### config.mk
export PLATFORM = sky130hd
export DESIGN_NAME = cdbus
export DESIGN_NICKNAME = d
export VERILOG_FILES = /design/src/cd_pkg.sv /design/src/cd_if.sv /design/src/cdbus.sv /design/src/cd_rx_bytes.sv /design/src/cd_rx_des.sv /design/src/cd_tx_ser.sv /design/src/cd_tx_bytes.sv /design/src/cd_frame_ram.sv /design/src/cd_csr.sv
export SDC_FILE = /design/constraint.sdc
export NUM_CORES = 2
export LEC_CHECK = 0
export ABC_AREA = 1
export BUFFER_PORTS_ARGS = -buffer_cell sky130_fd_sc_hd__buf_2
export CAP_MARGIN = 40
export CORE_MARGIN = 3
export CORE_UTILIZATION = 50
export CTS_CLUSTER_DIAMETER = 30
export DETAILED_ROUTE_END_ITERATION = 8
export PLACE_DENSITY = 0.66
export SYNTH_ARGS = -nofsm -noshare
export SYNTH_HDL_FRONTEND = slang
export SYNTH_SLANG_ARGS = --single-unit
### constraint.sdc
create_clock -name clk -period 3.4 [get_ports clk]
set_input_delay 0.34 -clock clk [delete_from_list [all_inputs] [get_ports clk]]
set_output_delay 0.34 -clock clk [all_outputs]
set_load 0.1 [all_outputs]
### src/cd_pkg.sv
// ~~~~~~~~~~~~~~~~~~~~~~~~~~~~~~~~~~~~~~~~~~~~~~~~~~~~~~~~~~~~~~~~~~~
// cdbus shared definitions
// widths, register map, status bits, limits, FSM states and CRC step
// ~~~~~~~~~~~~~~~~~~~~~~~~~~~~~~~~~~~~~~~~~~~~~~~~~~~~~~~~~~~~~~~~~~~
package cd_pkg;
    typedef logic [7:0]  byte_t;
    typedef logic [31:0] word_t;
    typedef logic [5:0]  addr_t;
    typedef logic [15:0] div_t;
    typedef logic [15:0] crc_t;

    localparam logic [3:0] CSR_DIV      = 4'd0;
    localparam logic [3:0] CSR_FILTER   = 4'd1;
    localparam logic [3:0] CSR_STATUS   = 4'd2;
    localparam logic [3:0] CSR_INT_MASK = 4'd3;
    localparam logic [3:0] CSR_TX_DATA  = 4'd4;
    localparam logic [3:0] CSR_TX_CTRL  = 4'd5;
    localparam logic [3:0] CSR_RX_DATA  = 4'd6;
    localparam logic [3:0] CSR_RX_CTRL  = 4'd7;
    localparam logic [3:0] CSR_RX_LEN   = 4'd8;

    localparam int STAT_RX_PENDING = 0;
    localparam int STAT_TX_PENDING = 1;
    localparam int STAT_RX_ERROR   = 2;   // crc or length fault
    localparam int STAT_RX_LOST    = 3;
    localparam int STAT_BUS_IDLE   = 4;

    localparam int    IDLE_BITS = 12;     // bit times of high line
    localparam int    MAX_FRAME = 64;
    localparam div_t  DIV_RESET = 16'd15;
    localparam crc_t  CRC_INIT  = 16'hffff;
    localparam byte_t BROADCAST = 8'hff;

    typedef enum logic [1:0] {TX_IDLE, TX_READ, TX_DATA, TX_CRC} tx_state_t;
    typedef enum logic [1:0] {SER_IDLE, SER_START, SER_DATA, SER_STOP} ser_state_t;
    typedef enum logic [1:0] {DES_IDLE, DES_START, DES_DATA, DES_STOP} des_state_t;

    // one modbus crc byte step over the reflected poly
    function automatic crc_t crc16_step(crc_t crc, byte_t data);
        crc_t c;
        c = crc ^ {8'h00, data};
        for (int i = 0; i < 8; i++) begin
            c = c[0] ? ((c >> 1) ^ 16'ha001) : (c >> 1);
        end
        return c;
    endfunction
endpackage
### src/cd_if.sv
// ~~~~~~~~~~~~~~~~~~~~~~~~~~~~~~~~~~~~~~~~~~~~~~~~~~~~~~~~~~~~~~~~~~~
// cdbus internal byte streams
// transmit bytes towards the serializer, received bytes from the line
// ~~~~~~~~~~~~~~~~~~~~~~~~~~~~~~~~~~~~~~~~~~~~~~~~~~~~~~~~~~~~~~~~~~~
interface cd_tx_byte_if import cd_pkg::*; ();
    byte_t data;
    logic  valid;
    logic  last;    // final crc byte
    logic  ack;

    modport src (output data, valid, last, input ack);
    modport dst (input data, valid, last, output ack);
endinterface

interface cd_rx_byte_if import cd_pkg::*; ();
    byte_t data;
    logic  strobe;
    logic  frame_end;
    logic  bus_idle;

    modport src (output data, strobe, frame_end, bus_idle);
    modport dst (input data, strobe, frame_end, bus_idle);
endinterface

### src/cdbus.sv
// ~~~~~~~~~~~~~~~~~~~~~~~~~~~~~~~~~~~~~~~~~~~~~~~~~~~~~~~~~~~~~~~~~~~
// cdbus controller top level
// register port, tx and rx buffers, byte engines and line coders
// ~~~~~~~~~~~~~~~~~~~~~~~~~~~~~~~~~~~~~~~~~~~~~~~~~~~~~~~~~~~~~~~~~~~
module cdbus import cd_pkg::*; (
    input  logic       clk,
    input  logic       reset,
    input  logic [3:0] csr_address,
    input  logic       csr_read,
    input  logic       csr_write,
    input  word_t      csr_writedata,
    output word_t      csr_readdata,
    output logic       irq,
    input  logic       rx,
    output logic       tx
);
    cd_tx_byte_if tx_if ();
    cd_rx_byte_if rx_if ();

    div_t  div;
    byte_t filter;
    logic  bus_idle;
    logic  tx_wr_en;
    addr_t tx_wr_addr;
    logic  tx_start;
    addr_t tx_len;
    logic  tx_done;
    addr_t tx_rd_addr;
    byte_t tx_rd_data;
    addr_t rx_rd_addr;
    byte_t rx_rd_byte;
    logic  rx_busy;
    logic  rx_wr_en;
    addr_t rx_wr_addr;
    byte_t rx_wr_data;
    logic  rx_frame_ok;
    addr_t rx_frame_len;
    logic  rx_frame_bad;
    logic  rx_frame_drop;

    assign bus_idle = rx_if.bus_idle;   // also gates the sender

    cd_csr csr0 (
        .clk, .reset, .csr_address, .csr_read, .csr_write, .csr_writedata,
        .csr_readdata, .irq, .div, .filter, .tx_wr_en, .tx_wr_addr, .tx_start,
        .tx_len, .tx_done, .rx_frame_ok, .rx_frame_len, .rx_frame_bad,
        .rx_frame_drop, .rx_rd_addr, .rx_rd_byte, .rx_busy, .bus_idle
    );

    cd_frame_ram tx_ram (
        .clk, .wr_en(tx_wr_en), .wr_addr(tx_wr_addr), .wr_data(csr_writedata[7:0]),
        .rd_addr(tx_rd_addr), .rd_data(tx_rd_data)
    );

    cd_frame_ram rx_ram (
        .clk, .wr_en(rx_wr_en), .wr_addr(rx_wr_addr), .wr_data(rx_wr_data),
        .rd_addr(rx_rd_addr), .rd_data(rx_rd_byte)
    );

    cd_tx_bytes tx_bytes0 (
        .clk, .reset, .tx_start, .tx_len, .ram_rd_data(tx_rd_data),
        .ram_rd_addr(tx_rd_addr), .tx_done, .bytes(tx_if.src)
    );

    cd_tx_ser tx_ser0 (.clk, .reset, .div, .bus_idle, .tx, .bytes(tx_if.dst));

    cd_rx_des rx_des0 (.clk, .reset, .div, .rx, .bytes(rx_if.src));

    cd_rx_bytes rx_bytes0 (
        .clk, .reset, .filter, .rx_busy, .ram_wr_en(rx_wr_en), .ram_wr_addr(rx_wr_addr),
        .ram_wr_data(rx_wr_data), .rx_frame_ok, .rx_frame_len, .rx_frame_bad,
        .rx_frame_drop, .bytes(rx_if.dst)
    );
endmodule

### src/cd_rx_bytes.sv
// ~~~~~~~~~~~~~~~~~~~~~~~~~~~~~~~~~~~~~~~~~~~~~~~~~~~~~~~~~~~~~~~~~~~
// cdbus receive frame checker
// stores bytes, runs crc, length and address checks at frame end
// ~~~~~~~~~~~~~~~~~~~~~~~~~~~~~~~~~~~~~~~~~~~~~~~~~~~~~~~~~~~~~~~~~~~
module cd_rx_bytes import cd_pkg::*; (
    input  logic  clk,
    input  logic  reset,
    input  byte_t filter,
    input  logic  rx_busy,
    output logic  ram_wr_en,
    output addr_t ram_wr_addr,
    output byte_t ram_wr_data,
    output logic  rx_frame_ok,
    output addr_t rx_frame_len,
    output logic  rx_frame_bad,
    output logic  rx_frame_drop,
    cd_rx_byte_if.dst bytes
);
    logic [6:0] count;
    crc_t       crc;
    byte_t      len_field;
    logic       dest_ok;
    logic       skip;       // buffer was busy during the frame
    logic       good;

    assign ram_wr_en   = bytes.strobe && !rx_busy && (count < 7'(MAX_FRAME));
    assign ram_wr_addr = count[5:0];
    assign ram_wr_data = bytes.data;

    // src, dst, len, data, crc lo, crc hi
    assign good = (crc == '0) && (count <= 7'(MAX_FRAME)) &&
                  ({2'b00, count} == {1'b0, len_field} + 9'd5);
    assign rx_frame_bad  = bytes.frame_end && !good;
    assign rx_frame_drop = bytes.frame_end && good && dest_ok && (skip || rx_busy);
    assign rx_frame_ok   = bytes.frame_end && good && dest_ok && !(skip || rx_busy);
    assign rx_frame_len  = 6'(count - 7'd2);    // crc bytes excluded

    always_ff @(posedge clk) begin
        if (reset || bytes.frame_end) begin
            count   <= '0;
            crc     <= CRC_INIT;
            dest_ok <= 1'b0;
            skip    <= 1'b0;
        end else if (bytes.strobe) begin
            crc  <= crc16_step(crc, bytes.data);
            skip <= skip | rx_busy;
            if (count != 7'h7f) count <= count + 1'b1;
            if (count == 7'd1) dest_ok <= (bytes.data == filter) || (bytes.data == BROADCAST);
            if (count == 7'd2) len_field <= bytes.data;
        end
    end

    // a byte strobe on the frame end cycle would be lost
    a_end_apart_from_byte: assert property (@(posedge clk) disable iff (reset)
        bytes.frame_end |-> !bytes.strobe);
    // an accepted frame locks the buffer from the next cycle on
    a_ok_locks: assert property (@(posedge clk) disable iff (reset)
        rx_frame_ok |=> rx_busy);
endmodule

### src/cd_rx_des.sv
// ~~~~~~~~~~~~~~~~~~~~~~~~~~~~~~~~~~~~~~~~~~~~~~~~~~~~~~~~~~~~~~~~~~~
// cdbus deserializer
// synchronises rx, samples 8N1 characters at mid-bit and
// times the idle gap that ends a frame
// ~~~~~~~~~~~~~~~~~~~~~~~~~~~~~~~~~~~~~~~~~~~~~~~~~~~~~~~~~~~~~~~~~~~
module cd_rx_des import cd_pkg::*; (
    input  logic clk,
    input  logic reset,
    input  div_t div,
    input  logic rx,
    cd_rx_byte_if.src bytes
);
    des_state_t state;
    logic [1:0] rx_sync;
    logic       rxd;
    div_t       cnt;
    logic [2:0] bitn;
    byte_t      shreg;
    div_t       idle_cnt;
    logic [3:0] idle_bits;
    logic       got_byte;   // frame has at least one byte

    assign rxd = rx_sync[1];
    assign bytes.data = shreg;

    always_ff @(posedge clk) begin
        if (reset) begin
            rx_sync         <= 2'b11;
            state           <= DES_IDLE;
            cnt             <= '0;
            bitn            <= '0;
            idle_cnt        <= '0;
            idle_bits       <= '0;
            got_byte        <= 1'b0;
            bytes.strobe    <= 1'b0;
            bytes.frame_end <= 1'b0;
            bytes.bus_idle  <= 1'b0;
        end else begin
            rx_sync         <= {rx_sync[0], rx};
            bytes.strobe    <= 1'b0;
            bytes.frame_end <= 1'b0;
            cnt             <= cnt + 1'b1;
            case (state)
                DES_IDLE: begin
                    cnt <= '0;
                    if (!rxd) state <= DES_START;
                end
                DES_START: if (cnt == (div >> 1)) begin
                    cnt   <= '0;
                    state <= rxd ? DES_IDLE : DES_DATA;     // glitch
                end
                DES_DATA: if (cnt == div) begin
                    cnt   <= '0;
                    shreg <= {rxd, shreg[7:1]};
                    bitn  <= bitn + 1'b1;
                    if (bitn == 3'd7) state <= DES_STOP;
                end
                DES_STOP: if (cnt == div) begin
                    state        <= DES_IDLE;
                    bytes.strobe <= rxd;    // low stop bit drops the byte
                    got_byte     <= got_byte | rxd;
                end
                default: state <= DES_IDLE;
            endcase

            if (state != DES_IDLE || !rxd) begin
                idle_cnt       <= '0;
                idle_bits      <= '0;
                bytes.bus_idle <= 1'b0;
            end else if (!bytes.bus_idle) begin
                if (idle_cnt == div) begin
                    idle_cnt  <= '0;
                    idle_bits <= idle_bits + 1'b1;
                    if (idle_bits == 4'(IDLE_BITS - 1)) begin
                        bytes.bus_idle  <= 1'b1;
                        bytes.frame_end <= got_byte;
                        got_byte        <= 1'b0;
                    end
                end else begin
                    idle_cnt <= idle_cnt + 1'b1;
                end
            end
        end
    end
endmodule

### src/cd_tx_ser.sv
// ~~~~~~~~~~~~~~~~~~~~~~~~~~~~~~~~~~~~~~~~~~~~~~~~~~~~~~~~~~~~~~~~~~~
// cdbus serializer
// waits for an idle bus, then sends 8N1 characters back to back
// ~~~~~~~~~~~~~~~~~~~~~~~~~~~~~~~~~~~~~~~~~~~~~~~~~~~~~~~~~~~~~~~~~~~
module cd_tx_ser import cd_pkg::*; (
    input  logic clk,
    input  logic reset,
    input  div_t div,
    input  logic bus_idle,
    output logic tx,
    cd_tx_byte_if.dst bytes
);
    ser_state_t state;
    div_t       cnt;
    logic [2:0] bitn;
    byte_t      shreg;
    logic       in_frame;   // later bytes skip the idle wait
    logic       bit_end;
    logic       load;

    assign bit_end = (cnt == div);
    assign load = bytes.valid && ((state == SER_IDLE && (in_frame || bus_idle)) ||
                                  (state == SER_STOP && bit_end && in_frame));
    assign bytes.ack = load;
    assign tx = (state == SER_START) ? 1'b0 : (state == SER_DATA) ? shreg[0] : 1'b1;

    always_ff @(posedge clk) begin
        if (reset) begin
            state    <= SER_IDLE;
            cnt      <= '0;
            bitn     <= '0;
            in_frame <= 1'b0;
        end else begin
            cnt <= (state == SER_IDLE || bit_end) ? '0 : cnt + 1'b1;
            if (load) begin
                shreg    <= bytes.data;
                in_frame <= !bytes.last;
                state    <= SER_START;
            end else begin
                case (state)
                    SER_START: if (bit_end) state <= SER_DATA;
                    SER_DATA: if (bit_end) begin
                        shreg <= shreg >> 1;    // lsb first
                        bitn  <= bitn + 1'b1;
                        if (bitn == 3'd7) state <= SER_STOP;
                    end
                    SER_STOP: if (bit_end) state <= SER_IDLE;
                    default: ;
                endcase
            end
        end
    end
endmodule

### src/cd_tx_bytes.sv
// ~~~~~~~~~~~~~~~~~~~~~~~~~~~~~~~~~~~~~~~~~~~~~~~~~~~~~~~~~~~~~~~~~~~
// cdbus transmit byte source
// walks the tx buffer, runs the crc and appends it low byte first
// ~~~~~~~~~~~~~~~~~~~~~~~~~~~~~~~~~~~~~~~~~~~~~~~~~~~~~~~~~~~~~~~~~~~
module cd_tx_bytes import cd_pkg::*; (
    input  logic  clk,
    input  logic  reset,
    input  logic  tx_start,
    input  addr_t tx_len,
    input  byte_t ram_rd_data,
    output addr_t ram_rd_addr,
    output logic  tx_done,
    cd_tx_byte_if.src bytes
);
    tx_state_t state;
    addr_t     idx;
    addr_t     len;
    crc_t      crc;
    logic      crc_hi;

    assign ram_rd_addr = idx;
    assign bytes.valid = (state == TX_DATA) || (state == TX_CRC);
    assign bytes.data  = (state == TX_CRC) ? (crc_hi ? crc[15:8] : crc[7:0]) : ram_rd_data;
    assign bytes.last  = (state == TX_CRC) && crc_hi;

    always_ff @(posedge clk) begin
        if (reset) begin
            state   <= TX_IDLE;
            idx     <= '0;
            crc     <= CRC_INIT;
            crc_hi  <= 1'b0;
            tx_done <= 1'b0;
        end else begin
            tx_done <= 1'b0;
            case (state)
                TX_IDLE: if (tx_start) begin
                    len    <= tx_len;
                    idx    <= '0;
                    crc    <= CRC_INIT;
                    crc_hi <= 1'b0;
                    state  <= TX_READ;
                end
                TX_READ: state <= TX_DATA;  // ram latency
                TX_DATA: if (bytes.ack) begin
                    crc   <= crc16_step(crc, ram_rd_data);
                    idx   <= idx + 1'b1;
                    state <= (idx == len - 1'b1) ? TX_CRC : TX_READ;
                end
                TX_CRC: if (bytes.ack) begin
                    crc_hi <= 1'b1;
                    if (crc_hi) begin
                        tx_done <= 1'b1;
                        state   <= TX_IDLE;
                    end
                end
                default: state <= TX_IDLE;
            endcase
        end
    end

    // also needs the tx buffer to stay untouched while sending
    a_hold_stable: assert property (@(posedge clk) disable iff (reset)
        bytes.valid && !bytes.ack |=> bytes.valid && $stable(bytes.data) && $stable(bytes.last));
endmodule

### src/cd_frame_ram.sv
// ~~~~~~~~~~~~~~~~~~~~~~~~~~~~~~~~~~~~~~~~~~~~~~~~~~~~~~~~~~~~~~~~~~~
// cdbus frame buffer
// 64 byte simple dual-port memory, registered read
// ~~~~~~~~~~~~~~~~~~~~~~~~~~~~~~~~~~~~~~~~~~~~~~~~~~~~~~~~~~~~~~~~~~~
module cd_frame_ram import cd_pkg::*; (
    input  logic  clk,
    input  logic  wr_en,
    input  addr_t wr_addr,
    input  byte_t wr_data,
    input  addr_t rd_addr,
    output byte_t rd_data
);
    byte_t mem [MAX_FRAME];

    always_ff @(posedge clk) begin
        if (wr_en) mem[wr_addr] <= wr_data;
        rd_data <= mem[rd_addr];
    end
endmodule

### src/cd_csr.sv
// ~~~~~~~~~~~~~~~~~~~~~~~~~~~~~~~~~~~~~~~~~~~~~~~~~~~~~~~~~~~~~~~~~~~
// cdbus register port
// host decode, status and irq, buffer pointers and frame lengths
// ~~~~~~~~~~~~~~~~~~~~~~~~~~~~~~~~~~~~~~~~~~~~~~~~~~~~~~~~~~~~~~~~~~~
module cd_csr import cd_pkg::*; (
    input  logic       clk,
    input  logic       reset,
    input  logic [3:0] csr_address,
    input  logic       csr_read,
    input  logic       csr_write,
    input  word_t      csr_writedata,
    output word_t      csr_readdata,
    output logic       irq,
    output div_t       div,
    output byte_t      filter,
    output logic       tx_wr_en,
    output addr_t      tx_wr_addr,
    output logic       tx_start,
    output addr_t      tx_len,
    input  logic       tx_done,
    input  logic       rx_frame_ok,
    input  addr_t      rx_frame_len,
    input  logic       rx_frame_bad,
    input  logic       rx_frame_drop,
    output addr_t      rx_rd_addr,
    input  byte_t      rx_rd_byte,
    output logic       rx_busy,
    input  logic       bus_idle
);
    logic [4:0] status;
    logic [4:0] int_mask;
    logic       tx_pending;
    logic       rx_pending;
    logic       rx_error;
    logic       rx_lost;
    logic       rx_release;
    logic       rx_rd;
    logic       rd_rx_sel;      // last read was RX_DATA
    addr_t      rx_len;
    word_t      readdata_q;

    assign tx_wr_en   = csr_write && csr_address == CSR_TX_DATA && !tx_pending;
    assign tx_start   = csr_write && csr_address == CSR_TX_CTRL && csr_writedata[0] && !tx_pending;
    assign tx_len     = tx_wr_addr;
    assign rx_release = csr_write && csr_address == CSR_RX_CTRL && csr_writedata[0];
    assign rx_rd      = csr_read && csr_address == CSR_RX_DATA;
    assign rx_busy    = rx_pending;
    assign irq        = |(status & int_mask);
    // rx ram read is already registered
    assign csr_readdata = rd_rx_sel ? {24'd0, rx_rd_byte} : readdata_q;

    always_comb begin
        status = '0;
        status[STAT_RX_PENDING] = rx_pending;
        status[STAT_TX_PENDING] = tx_pending;
        status[STAT_RX_ERROR]   = rx_error;
        status[STAT_RX_LOST]    = rx_lost;
        status[STAT_BUS_IDLE]   = bus_idle;
    end

    always_ff @(posedge clk) begin
        if (reset) begin
            div        <= DIV_RESET;
            filter     <= '0;
            int_mask   <= '0;
            tx_pending <= 1'b0;
            rx_pending <= 1'b0;
            rx_error   <= 1'b0;
            rx_lost    <= 1'b0;
            tx_wr_addr <= '0;
            rx_rd_addr <= '0;
            rd_rx_sel  <= 1'b0;
        end else begin
            if (csr_write) begin
                case (csr_address)
                    CSR_DIV:      div <= csr_writedata[15:0];
                    CSR_FILTER:   filter <= csr_writedata[7:0];
                    CSR_INT_MASK: int_mask <= csr_writedata[4:0];
                    CSR_STATUS: begin   // write one to clear
                        if (csr_writedata[STAT_RX_ERROR]) rx_error <= 1'b0;
                        if (csr_writedata[STAT_RX_LOST]) rx_lost <= 1'b0;
                    end
                    default: ;
                endcase
            end
            if (rx_frame_bad) rx_error <= 1'b1;
            if (rx_frame_drop) rx_lost <= 1'b1;

            if (tx_wr_en) tx_wr_addr <= tx_wr_addr + 1'b1;
            if (tx_start) begin
                tx_pending <= 1'b1;
                tx_wr_addr <= '0;
            end else if (tx_done) begin
                tx_pending <= 1'b0;
            end

            if (rx_frame_ok) begin
                rx_pending <= 1'b1;
                rx_len     <= rx_frame_len;
                rx_rd_addr <= '0;
            end else if (rx_release) begin
                rx_pending <= 1'b0;
                rx_rd_addr <= '0;
            end else if (rx_rd) begin
                rx_rd_addr <= rx_rd_addr + 1'b1;
            end
            rd_rx_sel <= rx_rd;
        end
    end

    always_ff @(posedge clk) begin
        if (csr_read) begin
            case (csr_address)
                CSR_DIV:      readdata_q <= {16'd0, div};
                CSR_FILTER:   readdata_q <= {24'd0, filter};
                CSR_STATUS:   readdata_q <= {27'd0, status};
                CSR_INT_MASK: readdata_q <= {27'd0, int_mask};
                CSR_RX_LEN:   readdata_q <= {26'd0, rx_len};
                default:      readdata_q <= '0;
            endcase
        end
    end

    // a done pulse only ends an accepted send
    a_done_while_pending: assert property (@(posedge clk) disable iff (reset)
        tx_done |-> tx_pending);
endmodule

==> results.json <==
{
  "critPathMaxFanout": 16,
  "p_leak_uw": 0.02205,
  "finalCriticalPeriod_ns": 2.805,
  "mostFrequentLayoutCells": "edfxtp_1, nor2_1, o21ai_0, nand2_1, clkbuf_16",
  "synth_area_sq_um": 51980,
  "postRouteWirelength_um": 133800,
  "synthMuxAreaShare_pct": 0.1733,
  "port_buffers": 42,
  "final_nets": 4846,
  "path_class": "flop to primary output",
  "drc": 0,
  "cp-start-kind": "flop",
  "post_cts_buffers": 0,
  "power_density_nw_per_um2": 653.8,
  "cts_tree": "done",
  "vias": 36370,
  "critPathRequiredTime_ns": 3.06,
  "maxSlewViolCount": 0,
  "area_growth_pct": 20.91,
  "path_depth": 2,
  "final_common_cell": "edfxtp_1",
  "die_area_sq_um": 107900,
  "yosysSeqAreaShare_pct": 69.17,
  "synth-edff-count": 1076,
  "power.total_uw": 41090,
  "yosysWarningCount": 0,
  "grt_max_degree": 176,
  "viasPerCell": 5.715,
  "synth-compound-area-share_pct": 11.44,
  "path_buf_inv": 1,
  "insertion_delay_ns": 0.81,
  "yosys.area_share.simple_pct": 13.36,
  "cts_buffer_depth": 3,
  "fin_hold_ws_ns": 0.04548,
  "multi_input_area_sq_um": 14110,
  "slowest_stage": "dfxtp_1",
  "avgRoutedWirePerCell_um": 21.03,
  "drv_cap": 0,
  "worst_pin_slew_ns": 0.8839,
  "status": "finished, final reports clean",
  "post-route-period-util_pct": 82.51,
  "first_global_vias": 35340,
  "drt_iter0_markers": 3590,
  "ant_nets": 0,
  "finalSetupTns_ns": 0,
  "synth_top_cell_by_area": "edfxtp_1",
  "slowest_delay_ns": 0.89,
  "synth_top_family_by_area": "simple AND/OR/NAND/NOR gates",
  "num_antenna_cells": 0,
  "ir_worst_vdd_mv": 0.4917,
  "setup_viol": 0,
  "clock_skew_ns": 0.04440,
  "overflow": 0,
  "synth_top_area_share_pct": 62.16,
  "track_usage_pct": 24.55,
  "max_freq_mhz": 356.5,
  "ys_top_cells_by_area": "edfxtp_1, dfxtp_1, nor2_1, o21ai_0, nand2_1",
  "hold_violations": 0,
  "cts_max_level": 4,
  "core_area_sq_um": 102500,
  "fill_cells": 7949,
  "grt_pass1_wl_um": 204500,
  "min-delay-path-class": "input pin to flop",
  "clkSinkCount": 1258,
  "antenna_found_initial": 0,
  "cts_buffers": 235,
  "root_buffer": "clkbuf_16",
  "synth-xor-area-share_pct": 1.500,
  "hold_path_depth": 3,
  "crit_path_end_kind": "primary output",
  "yosysUniqueCellTypes": 55,
  "avgSynthCellArea_sq_um": 11.42,
  "cp_cell_sequence": "mux2_2, buf_2",
  "cts-resized-gates": 0,
  "die_w_um": 328.4,
  "setup_ws_ns": 0.5947,
  "critPathArrivalTime_ns": 2.47,
  "gp_congestion": 0.8846,
  "synth_fa_ha_area_share_pct": 0.5295,
  "dp_hpwl_um": 79400,
  "syn-instance-count": 4551,
  "dr.pass1.iters": 6,
  "die_h_um": 328.4,
  "num_rows": 117,
  "ios": 75,
  "worstRegToRegCells": 6,
  "cpLargestDelayFamily": "flip-flops",
  "drive_above_1_share_pct": 14.35,
  "seq_area_sq_um": 35970,
  "async_flop_share_pct": 0,
  "hold_buffers": 11,
  "path_clk_slew_ns": 0.05,
  "initial_core_util_pct": 50.73,
  "rsz0062_at_grt": "no",
  "yosys_register_bits": 1258,
  "synth_flop_cell": "edfxtp_1",
  "preCtsSetupSlack_ns": 0.5607,
  "relSlewSlack_pct": 41.00
}
## final timing paths
path,start,to,slack (ns)
max,csr0.rd_rx_sel$_SDFF_PP0_,csr_readdata[6],0.59
min,csr_writedata[0],csr0.div[0]$_SDFFE_PP1P_,0.05
max reg2reg,csr0.tx_pending$_SDFFE_PP0P_,tx_ram.mem[34][4]$_DFFE_PP_,0.72
min reg2reg,rx_des0.rx_sync[0]$_SDFF_PP1_,rx_des0.rx_sync[1]$_SDFF_PP1_,0.41
## through the flow
step	utilization (%)	area [sq um]	cells
after floorplan	-	52040	4566
after global placement	53.14	54450	5901
after detailed placement	53.17	54490	5903
after CTS	61.33	62850	6363
after global routing	61.33	62850	6363
final	61.33	62850	6363
## layout make-up
| cell class | count | area share [%] |
|---|---|---|
| flip-flops and latches | 1258 | 57.23 |
| well taps | 1368 | 2.723 |
| clock inverters | 179 | 3.368 |
| clock buffers | 270 | 9.761 |
| repair buffers | 247 | 3.157 |
| inverters | 215 | 1.308 |
| multi-input cells | 2826 | 22.45 |
## cell usage after synthesis, drive strengths merged (5+ instances only)
| master | instances |
|---|---|
| nand3b | 5 |
| o21a | 5 |
| nand2 | 499 |
| nor3 | 41 |
| nand4 | 79 |
| or2 | 5 |
| a221oi | 5 |
| mux2 | 8 |
| xor2 | 42 |
| ha | 22 |
| o22ai | 162 |
| a21oi | 121 |
| dfxtp | 182 |
| nor3b | 8 |
| o21ai | 590 |
| clkbuf | 181 |
| buf | 86 |
| nor4 | 5 |
| o211ai | 37 |
| xnor2 | 47 |
| o221ai | 101 |
| inv | 210 |
| edfxtp | 1076 |
| nand3 | 190 |
| clkinv | 5 |
| nor2 | 821 |
## where the power goes
part | internal, uW | switching, uW
clock | 15400 | 8180
sequential | 16700 | 36.9
combinational | 174 | 596
total | 32300 | 8810
## flip-flops by register name (all words and copies together) (netlist names), 7 cells and up, named ones only
name                 flops
rx_des0.cnt             16
rx_bytes0.count          7
csr0.div                16
rx_des0.idle_cnt        16
tx_ram.rd_data           8
csr0.readdata_q         16
rx_ram.mem             512
tx_ram.mem             512
csr0.filter              8
rx_bytes0.len_field      8
rx_des0.bytes.data       8
tx_bytes0.crc           16
tx_ser0.cnt             16
rx_ram.rd_data           8
tx_ser0.shreg            8
rx_bytes0.crc           16
## metal layers
layer / GRT usage (%) / part of all wire, %
met1: 32.23 / 41
met2: 40.56 / 49
met3: 3.863 / 6.3
met4: 10.83 / 3.7
met5: 0 / 0
## cells by family after synthesis
kind of cell | after synthesis
simple gates | 1655
flops | 1258
compound gates | 1036
buf+inv | 482
xor+xnor | 89
fa+ha+maj | 22
mux | 8
other cells | 1
## worst register-to-register path: stages, from the launching register on
cell	delay (ns)
dfxtp_1	0.36
nor4_4	0.31
buf_4	0.23
inv_1	0.12
nor2_2	0.22
nand3_2	0.36
nor2_1	0.68
Power figures use the tool's default switching activity.
